--- config.mk ---
export PLATFORM = sky130hd
export DESIGN_NAME = rv_core_top
export DESIGN_NICKNAME = d
export VERILOG_FILES = /design/src/source/rv_pkg.sv /design/src/source/rv_alu.sv /design/src/source/rv_regfile.sv /design/src/source/rv_execute.sv /design/src/source/uop_fifo.sv /design/src/source/rv_decoder.sv /design/src/source/rv_core_top.sv
export SDC_FILE = /design/constraint.sdc
export NUM_CORES = 2
export LEC_CHECK = 0
export BUFFER_PORTS_ARGS = -buffer_cell sky130_fd_sc_hd__buf_2
export CAP_MARGIN = 20
export CORE_MARGIN = 1.5
export CORE_UTILIZATION = 49
export DETAILED_ROUTE_END_ITERATION = 8
export HOLD_SLACK_MARGIN = 0.08
export SLEW_MARGIN = 20
export SYNTH_ARGS = -nofsm -noshare
export SYNTH_HDL_FRONTEND = slang
export SYNTH_SLANG_ARGS = --single-unit
--- constraint.sdc ---
create_clock -name clk -period 8.1 [get_ports clk]
set_input_delay 0.81 -clock clk [delete_from_list [all_inputs] [get_ports clk]]
set_output_delay 0.81 -clock clk [all_outputs]
set_load 0.01 [all_outputs]
--- src/source/rv_pkg.sv ---
`default_nettype none

package rv_pkg;

    //////////////////////////////////////////////////
    // widths
    //////////////////////////////////////////////////
    localparam int XLEN       = 32;
    localparam int REG_ADDR_W = 5;
    localparam int APB_ADDR_W = 8;

    // apb write offset for instruction words
    localparam logic [APB_ADDR_W-1:0] INSTR_OFFSET = 8'h00;

    // major opcodes of the kept groups
    localparam logic [6:0] OPCODE_OP     = 7'b0110011;
    localparam logic [6:0] OPCODE_OP_IMM = 7'b0010011;

    // funct3 codes
    localparam logic [2:0] F3_ADD_SUB = 3'b000;
    localparam logic [2:0] F3_SLL     = 3'b001;
    localparam logic [2:0] F3_SLT     = 3'b010;
    localparam logic [2:0] F3_SLTU    = 3'b011;
    localparam logic [2:0] F3_XOR     = 3'b100;
    localparam logic [2:0] F3_SRL_SRA = 3'b101;
    localparam logic [2:0] F3_OR      = 3'b110;
    localparam logic [2:0] F3_AND     = 3'b111;

    // funct7, alt selects sub and sra
    localparam logic [6:0] F7_BASE = 7'b0000000;
    localparam logic [6:0] F7_ALT  = 7'b0100000;

    typedef enum logic [3:0] {
        ALU_ADD,
        ALU_SUB,
        ALU_SLL,
        ALU_SLT,
        ALU_SLTU,
        ALU_XOR,
        ALU_SRL,
        ALU_SRA,
        ALU_OR,
        ALU_AND
    } alu_op_t;

    // alu writes rd, read returns rs1 to the host
    typedef enum logic {
        UOP_ALU,
        UOP_READ
    } uop_kind_t;

    typedef struct packed {
        uop_kind_t             kind;
        alu_op_t               alu_op;
        logic [REG_ADDR_W-1:0] rd;
        logic [REG_ADDR_W-1:0] rs1;
        logic [REG_ADDR_W-1:0] rs2;
        logic                  use_imm;
        logic [XLEN-1:0]       imm;
    } uop_t;

endpackage

`default_nettype wire

--- src/source/rv_alu.sv ---
`timescale 1ns/1ps
`default_nettype none

module rv_alu (
    input  rv_pkg::alu_op_t         i_op,
    input  logic [rv_pkg::XLEN-1:0] i_a,
    input  logic [rv_pkg::XLEN-1:0] i_b,
    output logic [rv_pkg::XLEN-1:0] o_y
);
    import rv_pkg::*;

    logic [4:0] shamt;
    logic       lt_signed;
    logic       lt_unsigned;

    // shifts take only the low five bits
    assign shamt       = i_b[4:0];
    assign lt_signed   = ($signed(i_a) < $signed(i_b));
    assign lt_unsigned = (i_a < i_b);

    always_comb
    begin
        case (i_op)
            ALU_ADD:  o_y = i_a + i_b;
            ALU_SUB:  o_y = i_a - i_b;
            ALU_SLL:  o_y = i_a << shamt;
            // set-less-than, result is 0 or 1
            ALU_SLT:  o_y = {{(XLEN-1){1'b0}}, lt_signed};
            ALU_SLTU: o_y = {{(XLEN-1){1'b0}}, lt_unsigned};
            ALU_XOR:  o_y = i_a ^ i_b;
            ALU_SRL:  o_y = i_a >> shamt;
            // arithmetic shift keeps the sign
            ALU_SRA:  o_y = $unsigned($signed(i_a) >>> shamt);
            ALU_OR:   o_y = i_a | i_b;
            ALU_AND:  o_y = i_a & i_b;
            default:  o_y = '0;
        endcase
    end

endmodule

`default_nettype wire

--- src/source/rv_regfile.sv ---
`timescale 1ns/1ps
`default_nettype none

module rv_regfile (
    input  logic                          clk,
    input  logic                          rst_n,
    input  logic [rv_pkg::REG_ADDR_W-1:0] i_rs1,
    input  logic [rv_pkg::REG_ADDR_W-1:0] i_rs2,
    input  logic                          i_we,
    input  logic [rv_pkg::REG_ADDR_W-1:0] i_rd,
    input  logic [rv_pkg::XLEN-1:0]       i_wdata,
    output logic [rv_pkg::XLEN-1:0]       o_rs1_data,
    output logic [rv_pkg::XLEN-1:0]       o_rs2_data
);
    import rv_pkg::*;

    // x1..x31, x0 has no storage
    logic [XLEN-1:0] regs [1:31];

    always_ff @(posedge clk or negedge rst_n)
    begin
        if (!rst_n)
        begin
            for (int i = 1; i < 32; i++)
                regs[i] <= '0;
        end
        else if (i_we && i_rd != '0)
        begin
            regs[i_rd] <= i_wdata;
        end
    end

    // no bypass here, execute forwards
    assign o_rs1_data = (i_rs1 == '0) ? '0 : regs[i_rs1];
    assign o_rs2_data = (i_rs2 == '0) ? '0 : regs[i_rs2];

endmodule

`default_nettype wire

--- src/source/rv_execute.sv ---
`timescale 1ns/1ps
`default_nettype none

module rv_execute (
    input  logic                    clk,
    input  logic                    rst_n,
    input  logic                    i_uop_valid,
    input  rv_pkg::uop_t            i_uop,
    output logic                    o_uop_ready,
    output logic                    o_rd_valid,
    output logic [rv_pkg::XLEN-1:0] o_rd_data
);
    import rv_pkg::*;

    logic [XLEN-1:0]       rs1_data;
    logic [XLEN-1:0]       rs2_data;
    logic [XLEN-1:0]       op_a;
    logic [XLEN-1:0]       op_b;
    logic [XLEN-1:0]       alu_y;
    logic                  fwd_a;
    logic                  fwd_b;
    logic                  wb_writes;

    // writeback register
    logic                  wb_valid;
    uop_kind_t             wb_kind;
    logic [REG_ADDR_W-1:0] wb_rd;
    logic [XLEN-1:0]       wb_data;

    // single stage, never stalls
    assign o_uop_ready = 1'b1;

    rv_regfile u_regfile (
        .clk        (clk),
        .rst_n      (rst_n),
        .i_rs1      (i_uop.rs1),
        .i_rs2      (i_uop.rs2),
        .i_we       (wb_writes),
        .i_rd       (wb_rd),
        .i_wdata    (wb_data),
        .o_rs1_data (rs1_data),
        .o_rs2_data (rs2_data)
    );

    //////////////////////////////////////////////////
    // operand fetch with writeback forwarding
    //////////////////////////////////////////////////
    // only alu results to a real register count
    assign wb_writes = wb_valid && (wb_kind == UOP_ALU) && (wb_rd != '0);
    assign fwd_a     = wb_writes && (wb_rd == i_uop.rs1);
    assign fwd_b     = wb_writes && (wb_rd == i_uop.rs2);

    assign op_a = fwd_a ? wb_data : rs1_data;
    // immediate replaces rs2 for OP_IMM
    assign op_b = i_uop.use_imm ? i_uop.imm : (fwd_b ? wb_data : rs2_data);

    rv_alu u_alu (
        .i_op (i_uop.alu_op),
        .i_a  (op_a),
        .i_b  (op_b),
        .o_y  (alu_y)
    );

    //////////////////////////////////////////////////
    // stage register
    //////////////////////////////////////////////////
    always_ff @(posedge clk or negedge rst_n)
    begin
        if (!rst_n)
            wb_valid <= 1'b0;
        else
            wb_valid <= i_uop_valid & o_uop_ready;
    end

    always_ff @(posedge clk)
    begin
        if (i_uop_valid)
        begin
            wb_kind <= i_uop.kind;
            wb_rd   <= i_uop.rd;
            // read micro-op carries the forwarded rs1
            wb_data <= (i_uop.kind == UOP_READ) ? op_a : alu_y;
        end
    end

    // one-cycle pulse back to the decoder
    assign o_rd_valid = wb_valid && (wb_kind == UOP_READ);
    assign o_rd_data  = wb_data;

endmodule

`default_nettype wire

--- src/source/uop_fifo.sv ---
`timescale 1ns/1ps
`default_nettype none

module uop_fifo #(
    parameter int  FIFO_DEPTH = 4,
    parameter type payload_t  = logic
) (
    input  logic     clk,
    input  logic     rst_n,
    input  logic     i_push_valid,
    input  payload_t i_push_data,
    output logic     o_push_ready,
    output logic     o_pop_valid,
    output payload_t o_pop_data,
    input  logic     i_pop_ready
);
    localparam int PTR_W = (FIFO_DEPTH > 1) ? $clog2(FIFO_DEPTH) : 1;
    localparam int CNT_W = $clog2(FIFO_DEPTH + 1);

    payload_t   mem [FIFO_DEPTH];
    logic [PTR_W-1:0] wr_ptr;
    logic [PTR_W-1:0] rd_ptr;
    logic [CNT_W-1:0] count;
    logic             push;
    logic             pop;

    // full blocks push, empty hides pop
    assign o_push_ready = (count != CNT_W'(FIFO_DEPTH));
    assign o_pop_valid  = (count != '0);
    assign push         = i_push_valid & o_push_ready;
    assign pop          = o_pop_valid & i_pop_ready;

    // registered head, no fall-through
    assign o_pop_data = mem[rd_ptr];

    ////////////////////////////////////////////////////
    // pointers and occupancy
    always_ff @(posedge clk or negedge rst_n)
    begin
        if (!rst_n)
        begin
            wr_ptr <= '0;
            rd_ptr <= '0;
            count  <= '0;
        end
        else
        begin
            if (push)
                wr_ptr <= (wr_ptr == PTR_W'(FIFO_DEPTH - 1)) ? '0 : wr_ptr + 1'b1;
            if (pop)
                rd_ptr <= (rd_ptr == PTR_W'(FIFO_DEPTH - 1)) ? '0 : rd_ptr + 1'b1;
            // simultaneous push and pop keep the count
            if (push && !pop)
                count <= count + 1'b1;
            else if (pop && !push)
                count <= count - 1'b1;
        end
    end

    // storage
    always_ff @(posedge clk)
    begin
        if (push)
            mem[wr_ptr] <= i_push_data;
    end

endmodule

`default_nettype wire

--- src/source/rv_decoder.sv ---
`timescale 1ns/1ps
`default_nettype none

module rv_decoder (
    input  logic                          clk,
    input  logic                          rst_n,
    input  logic                          i_psel,
    input  logic                          i_penable,
    input  logic                          i_pwrite,
    input  logic [rv_pkg::APB_ADDR_W-1:0] i_paddr,
    input  logic [rv_pkg::XLEN-1:0]       i_pwdata,
    output logic [rv_pkg::XLEN-1:0]       o_prdata,
    output logic                          o_pready,
    output logic                          o_pslverr,
    input  logic                          i_push_ready,
    output logic                          o_push_valid,
    output rv_pkg::uop_t                  o_push_uop,
    input  logic                          i_rd_valid,
    input  logic [rv_pkg::XLEN-1:0]       i_rd_data
);
    import rv_pkg::*;

    // idle, read pushed and waiting, read data ready
    typedef enum logic [1:0] {ST_IDLE, ST_WAIT, ST_DONE} state_t;

    state_t          state_q;
    state_t          state_d;
    logic [XLEN-1:0] rdata_q;
    logic            access;
    logic            rd_addr_ok;
    logic            instr_ok;
    logic [6:0]      opcode;
    logic [6:0]      funct7;
    logic [2:0]      funct3;
    uop_t            alu_uop;

    assign access = i_psel & i_penable;
    assign opcode = i_pwdata[6:0];
    assign funct3 = i_pwdata[14:12];
    assign funct7 = i_pwdata[31:25];

    // word aligned and inside x0..x31
    assign rd_addr_ok = (i_paddr[1:0] == 2'b00)
                      && (i_paddr[APB_ADDR_W-1:REG_ADDR_W+2] == '0);

    //////////////////////////////////////////////////
    // instruction decode
    //////////////////////////////////////////////////
    always_comb
    begin
        alu_uop         = '0;
        alu_uop.kind    = UOP_ALU;
        alu_uop.rd      = i_pwdata[11:7];
        alu_uop.rs1     = i_pwdata[19:15];
        alu_uop.rs2     = i_pwdata[24:20];
        alu_uop.use_imm = (opcode == OPCODE_OP_IMM);
        // i-immediate, sign extended
        alu_uop.imm     = {{(XLEN-12){i_pwdata[31]}}, i_pwdata[31:20]};
        case (funct3)
            // no subi, funct7 only matters for OP
            F3_ADD_SUB: alu_uop.alu_op = (opcode == OPCODE_OP && funct7 == F7_ALT) ? ALU_SUB
                                                                                      : ALU_ADD;
            F3_SLL:     alu_uop.alu_op = ALU_SLL;
            F3_SLT:     alu_uop.alu_op = ALU_SLT;
            F3_SLTU:    alu_uop.alu_op = ALU_SLTU;
            F3_XOR:     alu_uop.alu_op = ALU_XOR;
            // srai keeps its alt bit in imm[10]
            F3_SRL_SRA: alu_uop.alu_op = (funct7 == F7_ALT) ? ALU_SRA : ALU_SRL;
            F3_OR:      alu_uop.alu_op = ALU_OR;
            default:    alu_uop.alu_op = ALU_AND;
        endcase

        // legal encodings only
        if (opcode == OPCODE_OP)
        begin
            instr_ok = (funct7 == F7_BASE)
                     || (funct7 == F7_ALT && (funct3 == F3_ADD_SUB || funct3 == F3_SRL_SRA));
        end
        else if (opcode == OPCODE_OP_IMM)
        begin
            if (funct3 == F3_SLL)
                instr_ok = (funct7 == F7_BASE);
            else if (funct3 == F3_SRL_SRA)
                instr_ok = (funct7 == F7_BASE) || (funct7 == F7_ALT);
            else
                instr_ok = 1'b1;
        end
        else
        begin
            instr_ok = 1'b0;
        end
    end

    //////////////////////////////////////////////////
    // apb access control
    //////////////////////////////////////////////////
    always_comb
    begin
        state_d      = state_q;
        o_push_valid = 1'b0;
        o_push_uop   = alu_uop;
        o_pready     = 1'b0;
        o_pslverr    = 1'b0;
        case (state_q)
            ST_IDLE:
            begin
                if (access && i_pwrite)
                begin
                    if (i_paddr != INSTR_OFFSET || !instr_ok)
                    begin
                        // error completes at once, nothing pushed
                        o_pready  = 1'b1;
                        o_pslverr = 1'b1;
                    end
                    else
                    begin
                        // wait states while fifo full
                        o_push_valid = 1'b1;
                        o_pready     = i_push_ready;
                    end
                end
                else if (access)
                begin
                    if (!rd_addr_ok)
                    begin
                        o_pready  = 1'b1;
                        o_pslverr = 1'b1;
                    end
                    else
                    begin
                        // register read travels as a micro-op
                        o_push_valid   = 1'b1;
                        o_push_uop     = '0;
                        o_push_uop.kind = UOP_READ;
                        o_push_uop.rs1 = i_paddr[2 +: REG_ADDR_W];
                        if (i_push_ready)
                            state_d = ST_WAIT;
                    end
                end
            end
            ST_WAIT:
            begin
                if (i_rd_valid)
                    state_d = ST_DONE;
            end
            ST_DONE:
            begin
                o_pready = 1'b1;
                state_d  = ST_IDLE;
            end
            default:
            begin
                state_d = ST_IDLE;
            end
        endcase
    end

    assign o_prdata = (state_q == ST_DONE) ? rdata_q : '0;

    always_ff @(posedge clk or negedge rst_n)
    begin
        if (!rst_n)
            state_q <= ST_IDLE;
        else
            state_q <= state_d;
    end

    // read return capture
    always_ff @(posedge clk)
    begin
        if (state_q == ST_WAIT && i_rd_valid)
            rdata_q <= i_rd_data;
    end

endmodule

`default_nettype wire

--- src/source/rv_core_top.sv ---
`timescale 1ns/1ps
`default_nettype none

module rv_core_top #(
    parameter int FIFO_DEPTH = 4
) (
    input  logic                          clk,
    input  logic                          rst_n,
    input  logic                          i_psel,
    input  logic                          i_penable,
    input  logic                          i_pwrite,
    input  logic [rv_pkg::APB_ADDR_W-1:0] i_paddr,
    input  logic [rv_pkg::XLEN-1:0]       i_pwdata,
    output logic [rv_pkg::XLEN-1:0]       o_prdata,
    output logic                          o_pready,
    output logic                          o_pslverr
);
    import rv_pkg::*;

    // decode to fifo
    logic            push_valid;
    logic            push_ready;
    uop_t            push_uop;
    // fifo to execute
    logic            pop_valid;
    logic            pop_ready;
    uop_t            pop_uop;
    // read return
    logic            rd_valid;
    logic [XLEN-1:0] rd_data;

    //////////////////////////////////////////////////
    // apb slave and decode
    rv_decoder u_decoder (
        .clk          (clk),
        .rst_n        (rst_n),
        .i_psel       (i_psel),
        .i_penable    (i_penable),
        .i_pwrite     (i_pwrite),
        .i_paddr      (i_paddr),
        .i_pwdata     (i_pwdata),
        .o_prdata     (o_prdata),
        .o_pready     (o_pready),
        .o_pslverr    (o_pslverr),
        .i_push_ready (push_ready),
        .o_push_valid (push_valid),
        .o_push_uop   (push_uop),
        .i_rd_valid   (rd_valid),
        .i_rd_data    (rd_data)
    );

    // micro-op buffer
    uop_fifo #(
        .FIFO_DEPTH (FIFO_DEPTH),
        .payload_t  (uop_t)
    ) u_fifo (
        .clk          (clk),
        .rst_n        (rst_n),
        .i_push_valid (push_valid),
        .i_push_data  (push_uop),
        .o_push_ready (push_ready),
        .o_pop_valid  (pop_valid),
        .o_pop_data   (pop_uop),
        .i_pop_ready  (pop_ready)
    );

    rv_execute u_execute (
        .clk         (clk),
        .rst_n       (rst_n),
        .i_uop_valid (pop_valid),
        .i_uop       (pop_uop),
        .o_uop_ready (pop_ready),
        .o_rd_valid  (rd_valid),
        .o_rd_data   (rd_data)
    );

endmodule

`default_nettype wire

# --- Word level (Yosys, flattened, before mapping) ---
# Memory sizes are Yosys's and may differ from the RTL's.
# Cells that the tools add are included.
totals:
  regBits: 1072
  ramBits: 212
  in_bits: 45
  output_inout_bits: 34
  word_cells: 182
  n_memories: 1
mem_list:
  columns: ["memory", "words", "word_bits", "rd", "rd_ports_with_merged_regs", "wr", "line_no", "text"]
  rows:
  - ["u_fifo.mem", 4, 53, 1, 0, 1, "uop_fifo.sv:20", "payload_t mem [FIFO_DEPTH];"]
classes:
  add_sub_neg: 6
  n_lt_le_gt_ge: 6
  n_eq_ne: 30
  shifts: 3
  mux: 53
  n_bitwise: 10
  n_reduce_logical: 33
ops:
  columns: ["op", "n"]
  rows:
  - ["992-bit bitwise mux", 1]
  - ["32-bit two-way mux", 12]
  - ["32-bit binary-select mux with 5-bit select", 2]
  - ["32-bit case mux with 10 select lines", 1]
  - ["53-bit two-way mux", 4]
  - ["32-bit demux with 5-bit select", 1]
  - ["32-bit < comparator", 2]
  - ["32-bit adder", 1]
  - ["32-bit AND", 1]
  - ["32-bit bitwise OR", 1]
  - ["32-bit by 5-bit << shifter with 32-bit output", 1]
  - ["32-bit by 5-bit right shift with 32-bit output", 1]
  - ["32-bit by 5-bit >>> shifter with 32-bit output", 1]
  - ["32-bit subtractor", 1]
  - ["32-bit bitwise XOR", 1]
  - ["4-bit case mux with 7 select lines", 1]
  - ["1-bit two-way mux", 20]
  - ["6-bit >= comparator, second input constant", 3]
  - ["5-bit inverter with 6-bit output", 3]
  - ["4-bit by 3-bit equality test with 1-bit output, second input constant", 4]
  - ["7-bit by 6-bit equality test with 1-bit output, second input constant", 2]
  - ["1-bit logical AND", 14]
  - ["2-bit two-way mux", 7]
  - ["5-bit equality test", 2]
  - ["33 further kinds", 54]

# --- Logic depth before layout (Yosys ltp) ---
depth:
  word_depth: 16
  depth_mapped: 33
  depth_no_buf: 25

# --- Cells and area by module ---
# Synthesis repeated with hierarchy kept, for this count alone.
hier_totals:
  hier_cells: 5813
  hier_area_um2: 75483.6
by_module_without_submodules:
  columns: ["module", "n_inst", "cells_per_inst", "area_per_inst_um2", "seq_area_each_um2"]
  rows:
  - ["rv_regfile", 1, 3665, 53515.1, 24823.8]
  - ["rv_alu", 1, 1231, 8196.6, 0.0]
  - ["uop_fifo", 1, 314, 8156.6, 6541.3]
  - ["rv_execute", 1, 434, 3722.3, 1166.1]
  - ["rv_decoder", 1, 169, 1893.1, 1011.0]

# --- Worst setup path before layout ---
# OpenSTA, ideal clock, no wires.
synth_path:
  kind: "register to register"
  startpoint: "reg u_fifo.rd_ptr[0]"
  endpoint: "reg u_execute.wb_data[31], in the netlist u_execute.o_rd_data[31] (data pin)"
  setup_time_ns: 0.259
  t_arrival_ns: 6.743
  required_time_ns: 7.841
  setup_slack_ns: 1.098
  stages_incl_launch_ff: 30
  path_buffers: 9
  period_less_slack_ns: 7.002
  cell_sequence: "dfrtp_1 > buf_6 > buf_6 > mux4_2 > buf_4 > buf_2 > buf_2 > buf_4 > buf_2 > buf_2 > mux4_2 > mux4_2 > nand2_1 > a21oi_1 > a21oi_1 > o21ai_0 > ha_1 > clkbuf_1 > a21o_1 > a21oi_1 > o21bai_1 > or4_1 > a21oi_1 > o41ai_1 > a41oi_1 > or3_1 > a21oi_1 > mux2i_1 > nor2_1 > o31a_1"
synth_via:
  elab_chain_cells: 11
  elab_cells_between_ends: 40
synth_rtl:
  columns: ["element", "line_no", "text"]
  rows:
  - ["from (decl)", "uop_fifo.sv:22", "logic [PTR_W-1:0] rd_ptr;"]
  - ["from (signal assigned)", "uop_fifo.sv:51", "rd_ptr <= (rd_ptr == PTR_W'(FIFO_DEPTH - 1)) ? '0 : rd_ptr + 1'b1;"]
  - ["memory read 4 x 53 bit *", null, null]
  - ["5-bit inverter with 6-bit output (not written as such)", "rv_regfile.sv:35", "assign o_rs2_data = (i_rs2 == '0) ? '0 : regs[i_rs2];"]
  - ["32-bit binary-select mux with 5-bit select", "rv_regfile.sv:35", null]
  - ["32-bit two-way mux (not written as such) (2 in a row)", "rv_regfile.sv:35", null]
  - ["32-bit two-way mux", "rv_regfile.sv:35", null]
  - ["32-bit two-way mux (2 in a row)", "rv_execute.sv:55", "assign op_b = i_uop.use_imm ? i_uop.imm : (fwd_b ? wb_data : rs2_data);"]
  - ["32-bit subtractor (tied with other cells)", "rv_alu.sv:25", "ALU_SUB: o_y = i_a - i_b;"]
  - ["32-bit case mux with 10 select lines", "rv_alu.sv:23", "case (i_op)"]
  - ["32-bit two-way mux *", "rv_execute.sv:82", "wb_data <= (i_uop.kind == UOP_READ) ? op_a : alu_y;"]
  - ["to (signal assigned)", "rv_execute.sv:82", null]
  - ["to (decl)", "rv_execute.sv:28", "logic [XLEN-1:0] wb_data;"]
# Every way passes the cells marked *; elsewhere a longest branch is shown, timed or not. The select of a mux whose other input is x is not followed.
# A chain may end at the register's enable or synchronous reset.

# --- Worst setup path in the final report ---
layout_path:
  startpoint: "reg u_fifo.rd_ptr[0]"
  endpoint: "reg u_execute.wb_data[26], in the netlist u_execute.o_rd_data[26] (data pin)"
# Same word-level chain as after synthesis.

==> qor.txt <==
Status -> finished clean
Unrepaired setup endpoints after global routing -> false
H-tree depth -> 4
CTS tree -> done
Final Non-Filler Cells -> 7940
Min Tclk post-route -> 7.62 ns
Hold Vio Cnt, Final -> 0
Mapped Cells -> 6009
Fraction of registers with async set/reset -> 84.6%
Layout Nets -> 6070
EDFF count, synth -> 182
Via-to-Cell Ratio -> 6.87
Synth unique cells -> 87
Max Cap Viol -> 0
Post-synth top area share -> 34.9%
Critical Path Start -> u_fifo.rd_ptr[0]$_DFFE_PN0P_
Placer congestion estimate -> 1.04
Number of global-route vias before repair -> 53100
Max incr delay on CP -> 0.93 ns
Max Freq -> 0.131 GHz
Cell Chain, Critical Path -> mux4_4, a211o_1, a211o_1, or2_1, and2_4, a221oi_1, buf_4, inv_1, ha_1, inv_1, fa_1, o21bai_1, a221o_1, a21o_1, a2111oi_0, buf_4, nor3_1, nor2_1, o21ai_0, a31o_2, a21oi_1, xnor2_1, o22ai_1, o32a_1
Post-Syn Area -> 71900 um2
Initial DRC Count -> 6026
Largest area contributor in the netlist -> dfrtp_1
Placed cells -> 7694
Setup total negative slack -> 0 ns
GR Util All Layers -> 35.9%
Worst reg2reg endpoint -> u_execute.o_rd_data[26]$_DFFE_PP_
Port bufs -> 78
Detailed-router iteration count before antenna repair -> 8
CP delay by family, top -> compound AO/OA/AOI/OAI gates
Remaining global-route overflow -> 0
Pre-CTS WS -> 0.643 ns
Type of origin of the critical path -> flip-flop
Max clock buf depth -> 3
CP Buf/Inv Count -> 4
Least-Margin Pin Slew -> 1.40 ns
Clock Latency Late Sink -> 0.80 ns
Share of layout cells above drive strength 1 -> 33.3%
Initial core utilization -> 49.4%
R2R Setup Slk -> 0.48 ns
Remaining DRCs -> 0
Post-route ant nets -> 0
Yosys reg bits -> 1184
Mapped Nets -> 6161
HPWL Detailed -> 165000 um
DRT Wirelength -> 268000 um
Worst Hold End -> u_fifo.mem[2][38]$_DFFE_PP_
Global-route wire length before repair -> 387000 um
Core area -> 146000 um2
CP arrival -> 8.15 ns
Max Slew Vio Count -> 0
RR Startpoint -> u_fifo.rd_ptr[0]$_DFFE_PN0P_
Total CTS buffers -> 137
Hold Buf Count CTS -> 1
Die W -> 386 um
Initial antenna violation count -> 8
Count leader, synth -> mux2_2
Hold slack final -> 0.385 ns
Worst hold path cell count -> 2
Cts repair resizes -> 0
Largest net degree at the start of global routing -> 153
Dominant synthesized flop cell -> dfrtp_1
CP max-delay cell -> mux4_4
IO Pins -> 79
Clk sinks -> 1184
Syn_area_per_cell -> 12.0 um2
Worst hold path type -> input port to flip-flop
Register area share after synthesis -> 42.5%
Crit path kind -> flip-flop to flip-flop
# rows -> 140
Slew headroom -> 6.23%
R2R depth -> 24
Worst Slack Setup Final -> 0.477 ns
Clk_skew -> 0.0321 ns
CTS root buf -> clkbuf_16
CP Capture Type -> flip-flop
Finish-stage setup viols -> 0
DIE AREA -> 149000 um2
Commonest cells post-synth -> mux2_2 (1052), dfrtp_1 (1002), mux2i_1 (669)
Yosys warnings -> 0
Total number of vias -> 54500
Worst EP required -> 8.63 ns
P&R area growth vs syn -> 10.5%
DR WL/cell -> 33.8 um
Post-CTS Setup Repair Bufs -> 0
Largest cells by area after synthesis -> dfrtp_1 (35%), mux2_2 (16%), mux4_2 (9.8%)
Startpoint of the worst hold path -> i_pwdata[15]
Final period util -> 94.1%
Die height -> 386 um
CP Max Fanout -> 19
Worst-path clk slew -> 0.06 ns
how the worst max path moves through the flow:
| stage | to | slack [ns] | cells past startpoint |
|---|---|---|---|
| global route | u_execute.o_rd_data[26]$_DFFE_PP_ | 0.18 | 24 |
| CTS | u_execute.o_rd_data[26]$_DFFE_PP_ | 0.62 | 24 |
| floorplan | u_execute.o_rd_data[31]$_DFFE_PP_ | 1.10 | 29 |
| finish | u_execute.o_rd_data[26]$_DFFE_PP_ | 0.48 | 24 |
| global placement | u_execute.o_rd_data[31]$_DFFE_PP_ | 0.59 | 22 |
| detailed placement | u_execute.o_rd_data[26]$_DFFE_PP_ | 0.64 | 24 |
state kept, by name, summed over array words and instances, names as in the netlist:
name                      count
u_execute.u_regfile.regs    992
u_fifo.mem                  112
u_decoder.rdata_q            32
u_execute.o_rd_data          32
u_execute.wb_rd               5
u_fifo.count                  3
u_decoder.state_q             2
u_fifo.rd_ptr                 2
u_fifo.wr_ptr                 2
u_execute.wb_kind             1
u_execute.wb_valid            1
routing by layer:
layer / routed length, um / track usage (%) / vias to the layer above / share of wire, %
met4: 14100 / 16.6 / 6 / 5.3
li1: - / - / 22400 / -
met1: 109000 / 49.1 / 28500 / 41
met3: 26800 / 9.29 / 707 / 10
met2: 118000 / 53.4 / 2852 / 44
met5: 46 / 0 / - / 0.017
per-stage QoR:
| step | instance area [um2] | util (%) |
|---|---|---|
| final | 79400 | 54.6 |
| after global routing | 79400 | 54.6 |
| after CTS | 79400 | 54.6 |
| after detailed placement | 74700 | 51.3 |
| after global placement | 74700 | 51.3 |
| after floorplan | 71900 | - |
logic make-up (layout without fill, tap and decap cells):
family	Yosys count	count (layout)	share of synthesized area [%]
other	0	1	0
buffers and inverters	658	671	3.94
AO/OA/AOI/OAI	936	936	9.12
multiplexers	2035	2035	35.6
AND/OR/NAND/NOR	1053	1053	6.51
adder cells (fa/ha/maj)	107	107	1.88
flip-flops	1184	1184	42.5
XOR/XNOR	36	36	0.439
cell type report:
type | count | area [um2]
Timing Repair Buffer | 317 | 2530
Antenna cell | 1 | 2.50
Fill cell | 12400 | 66100
Clock inverter | 44 | 672
Sequential cell | 1184 | 30500
Inverter | 111 | 418
Multi-Input combinational cell | 4167 | 38900
Clock buffer | 199 | 4010
Tap cell | 1917 | 2400
cell usage in the layout, fill, tap and decap left out, types with 15 or more instances in the layout:
cell | netlist | routed
mux4_2 | 313 | 308
nor2b_1 | 44 | 39
a211oi_1 | 48 | 48
a221o_1 | 28 | 28
a221oi_2 | 21 | 21
dfrtp_1 | 1002 | 1000
nor4_1 | 37 | 31
xnor2_1 | 25 | 25
nand2_2 | 0 | 16
a31oi_1 | 46 | 46
clkbuf_1 | 314 | 34
nor3_1 | 56 | 55
o32ai_1 | 17 | 17
nand3_1 | 54 | 54
nand2b_1 | 18 | 17
mux2i_1 | 669 | 668
o22ai_1 | 51 | 51
edfxtp_1 | 182 | 182
ha_1 | 105 | 105
o221ai_1 | 18 | 18
clkbuf_16 | 0 | 143
nor2_1 | 267 | 250
buf_2 | 93 | 77
buf_4 | 32 | 209
a21oi_1 | 221 | 219
a22oi_1 | 41 | 41
and2_1 | 52 | 50
mux2_2 | 1052 | 1048
clkbuf_8 | 0 | 22
o21ai_0 | 168 | 165
inv_1 | 107 | 106
o211ai_1 | 22 | 22
clkinv_2 | 0 | 19
a221oi_1 | 57 | 56
buf_12 | 0 | 25
nor2_4 | 0 | 15
nand2_1 | 454 | 438
a21o_1 | 22 | 22
Power is not shown: default switching activity piles up to over one toggle a cycle in this logic, so the estimate is an artifact.
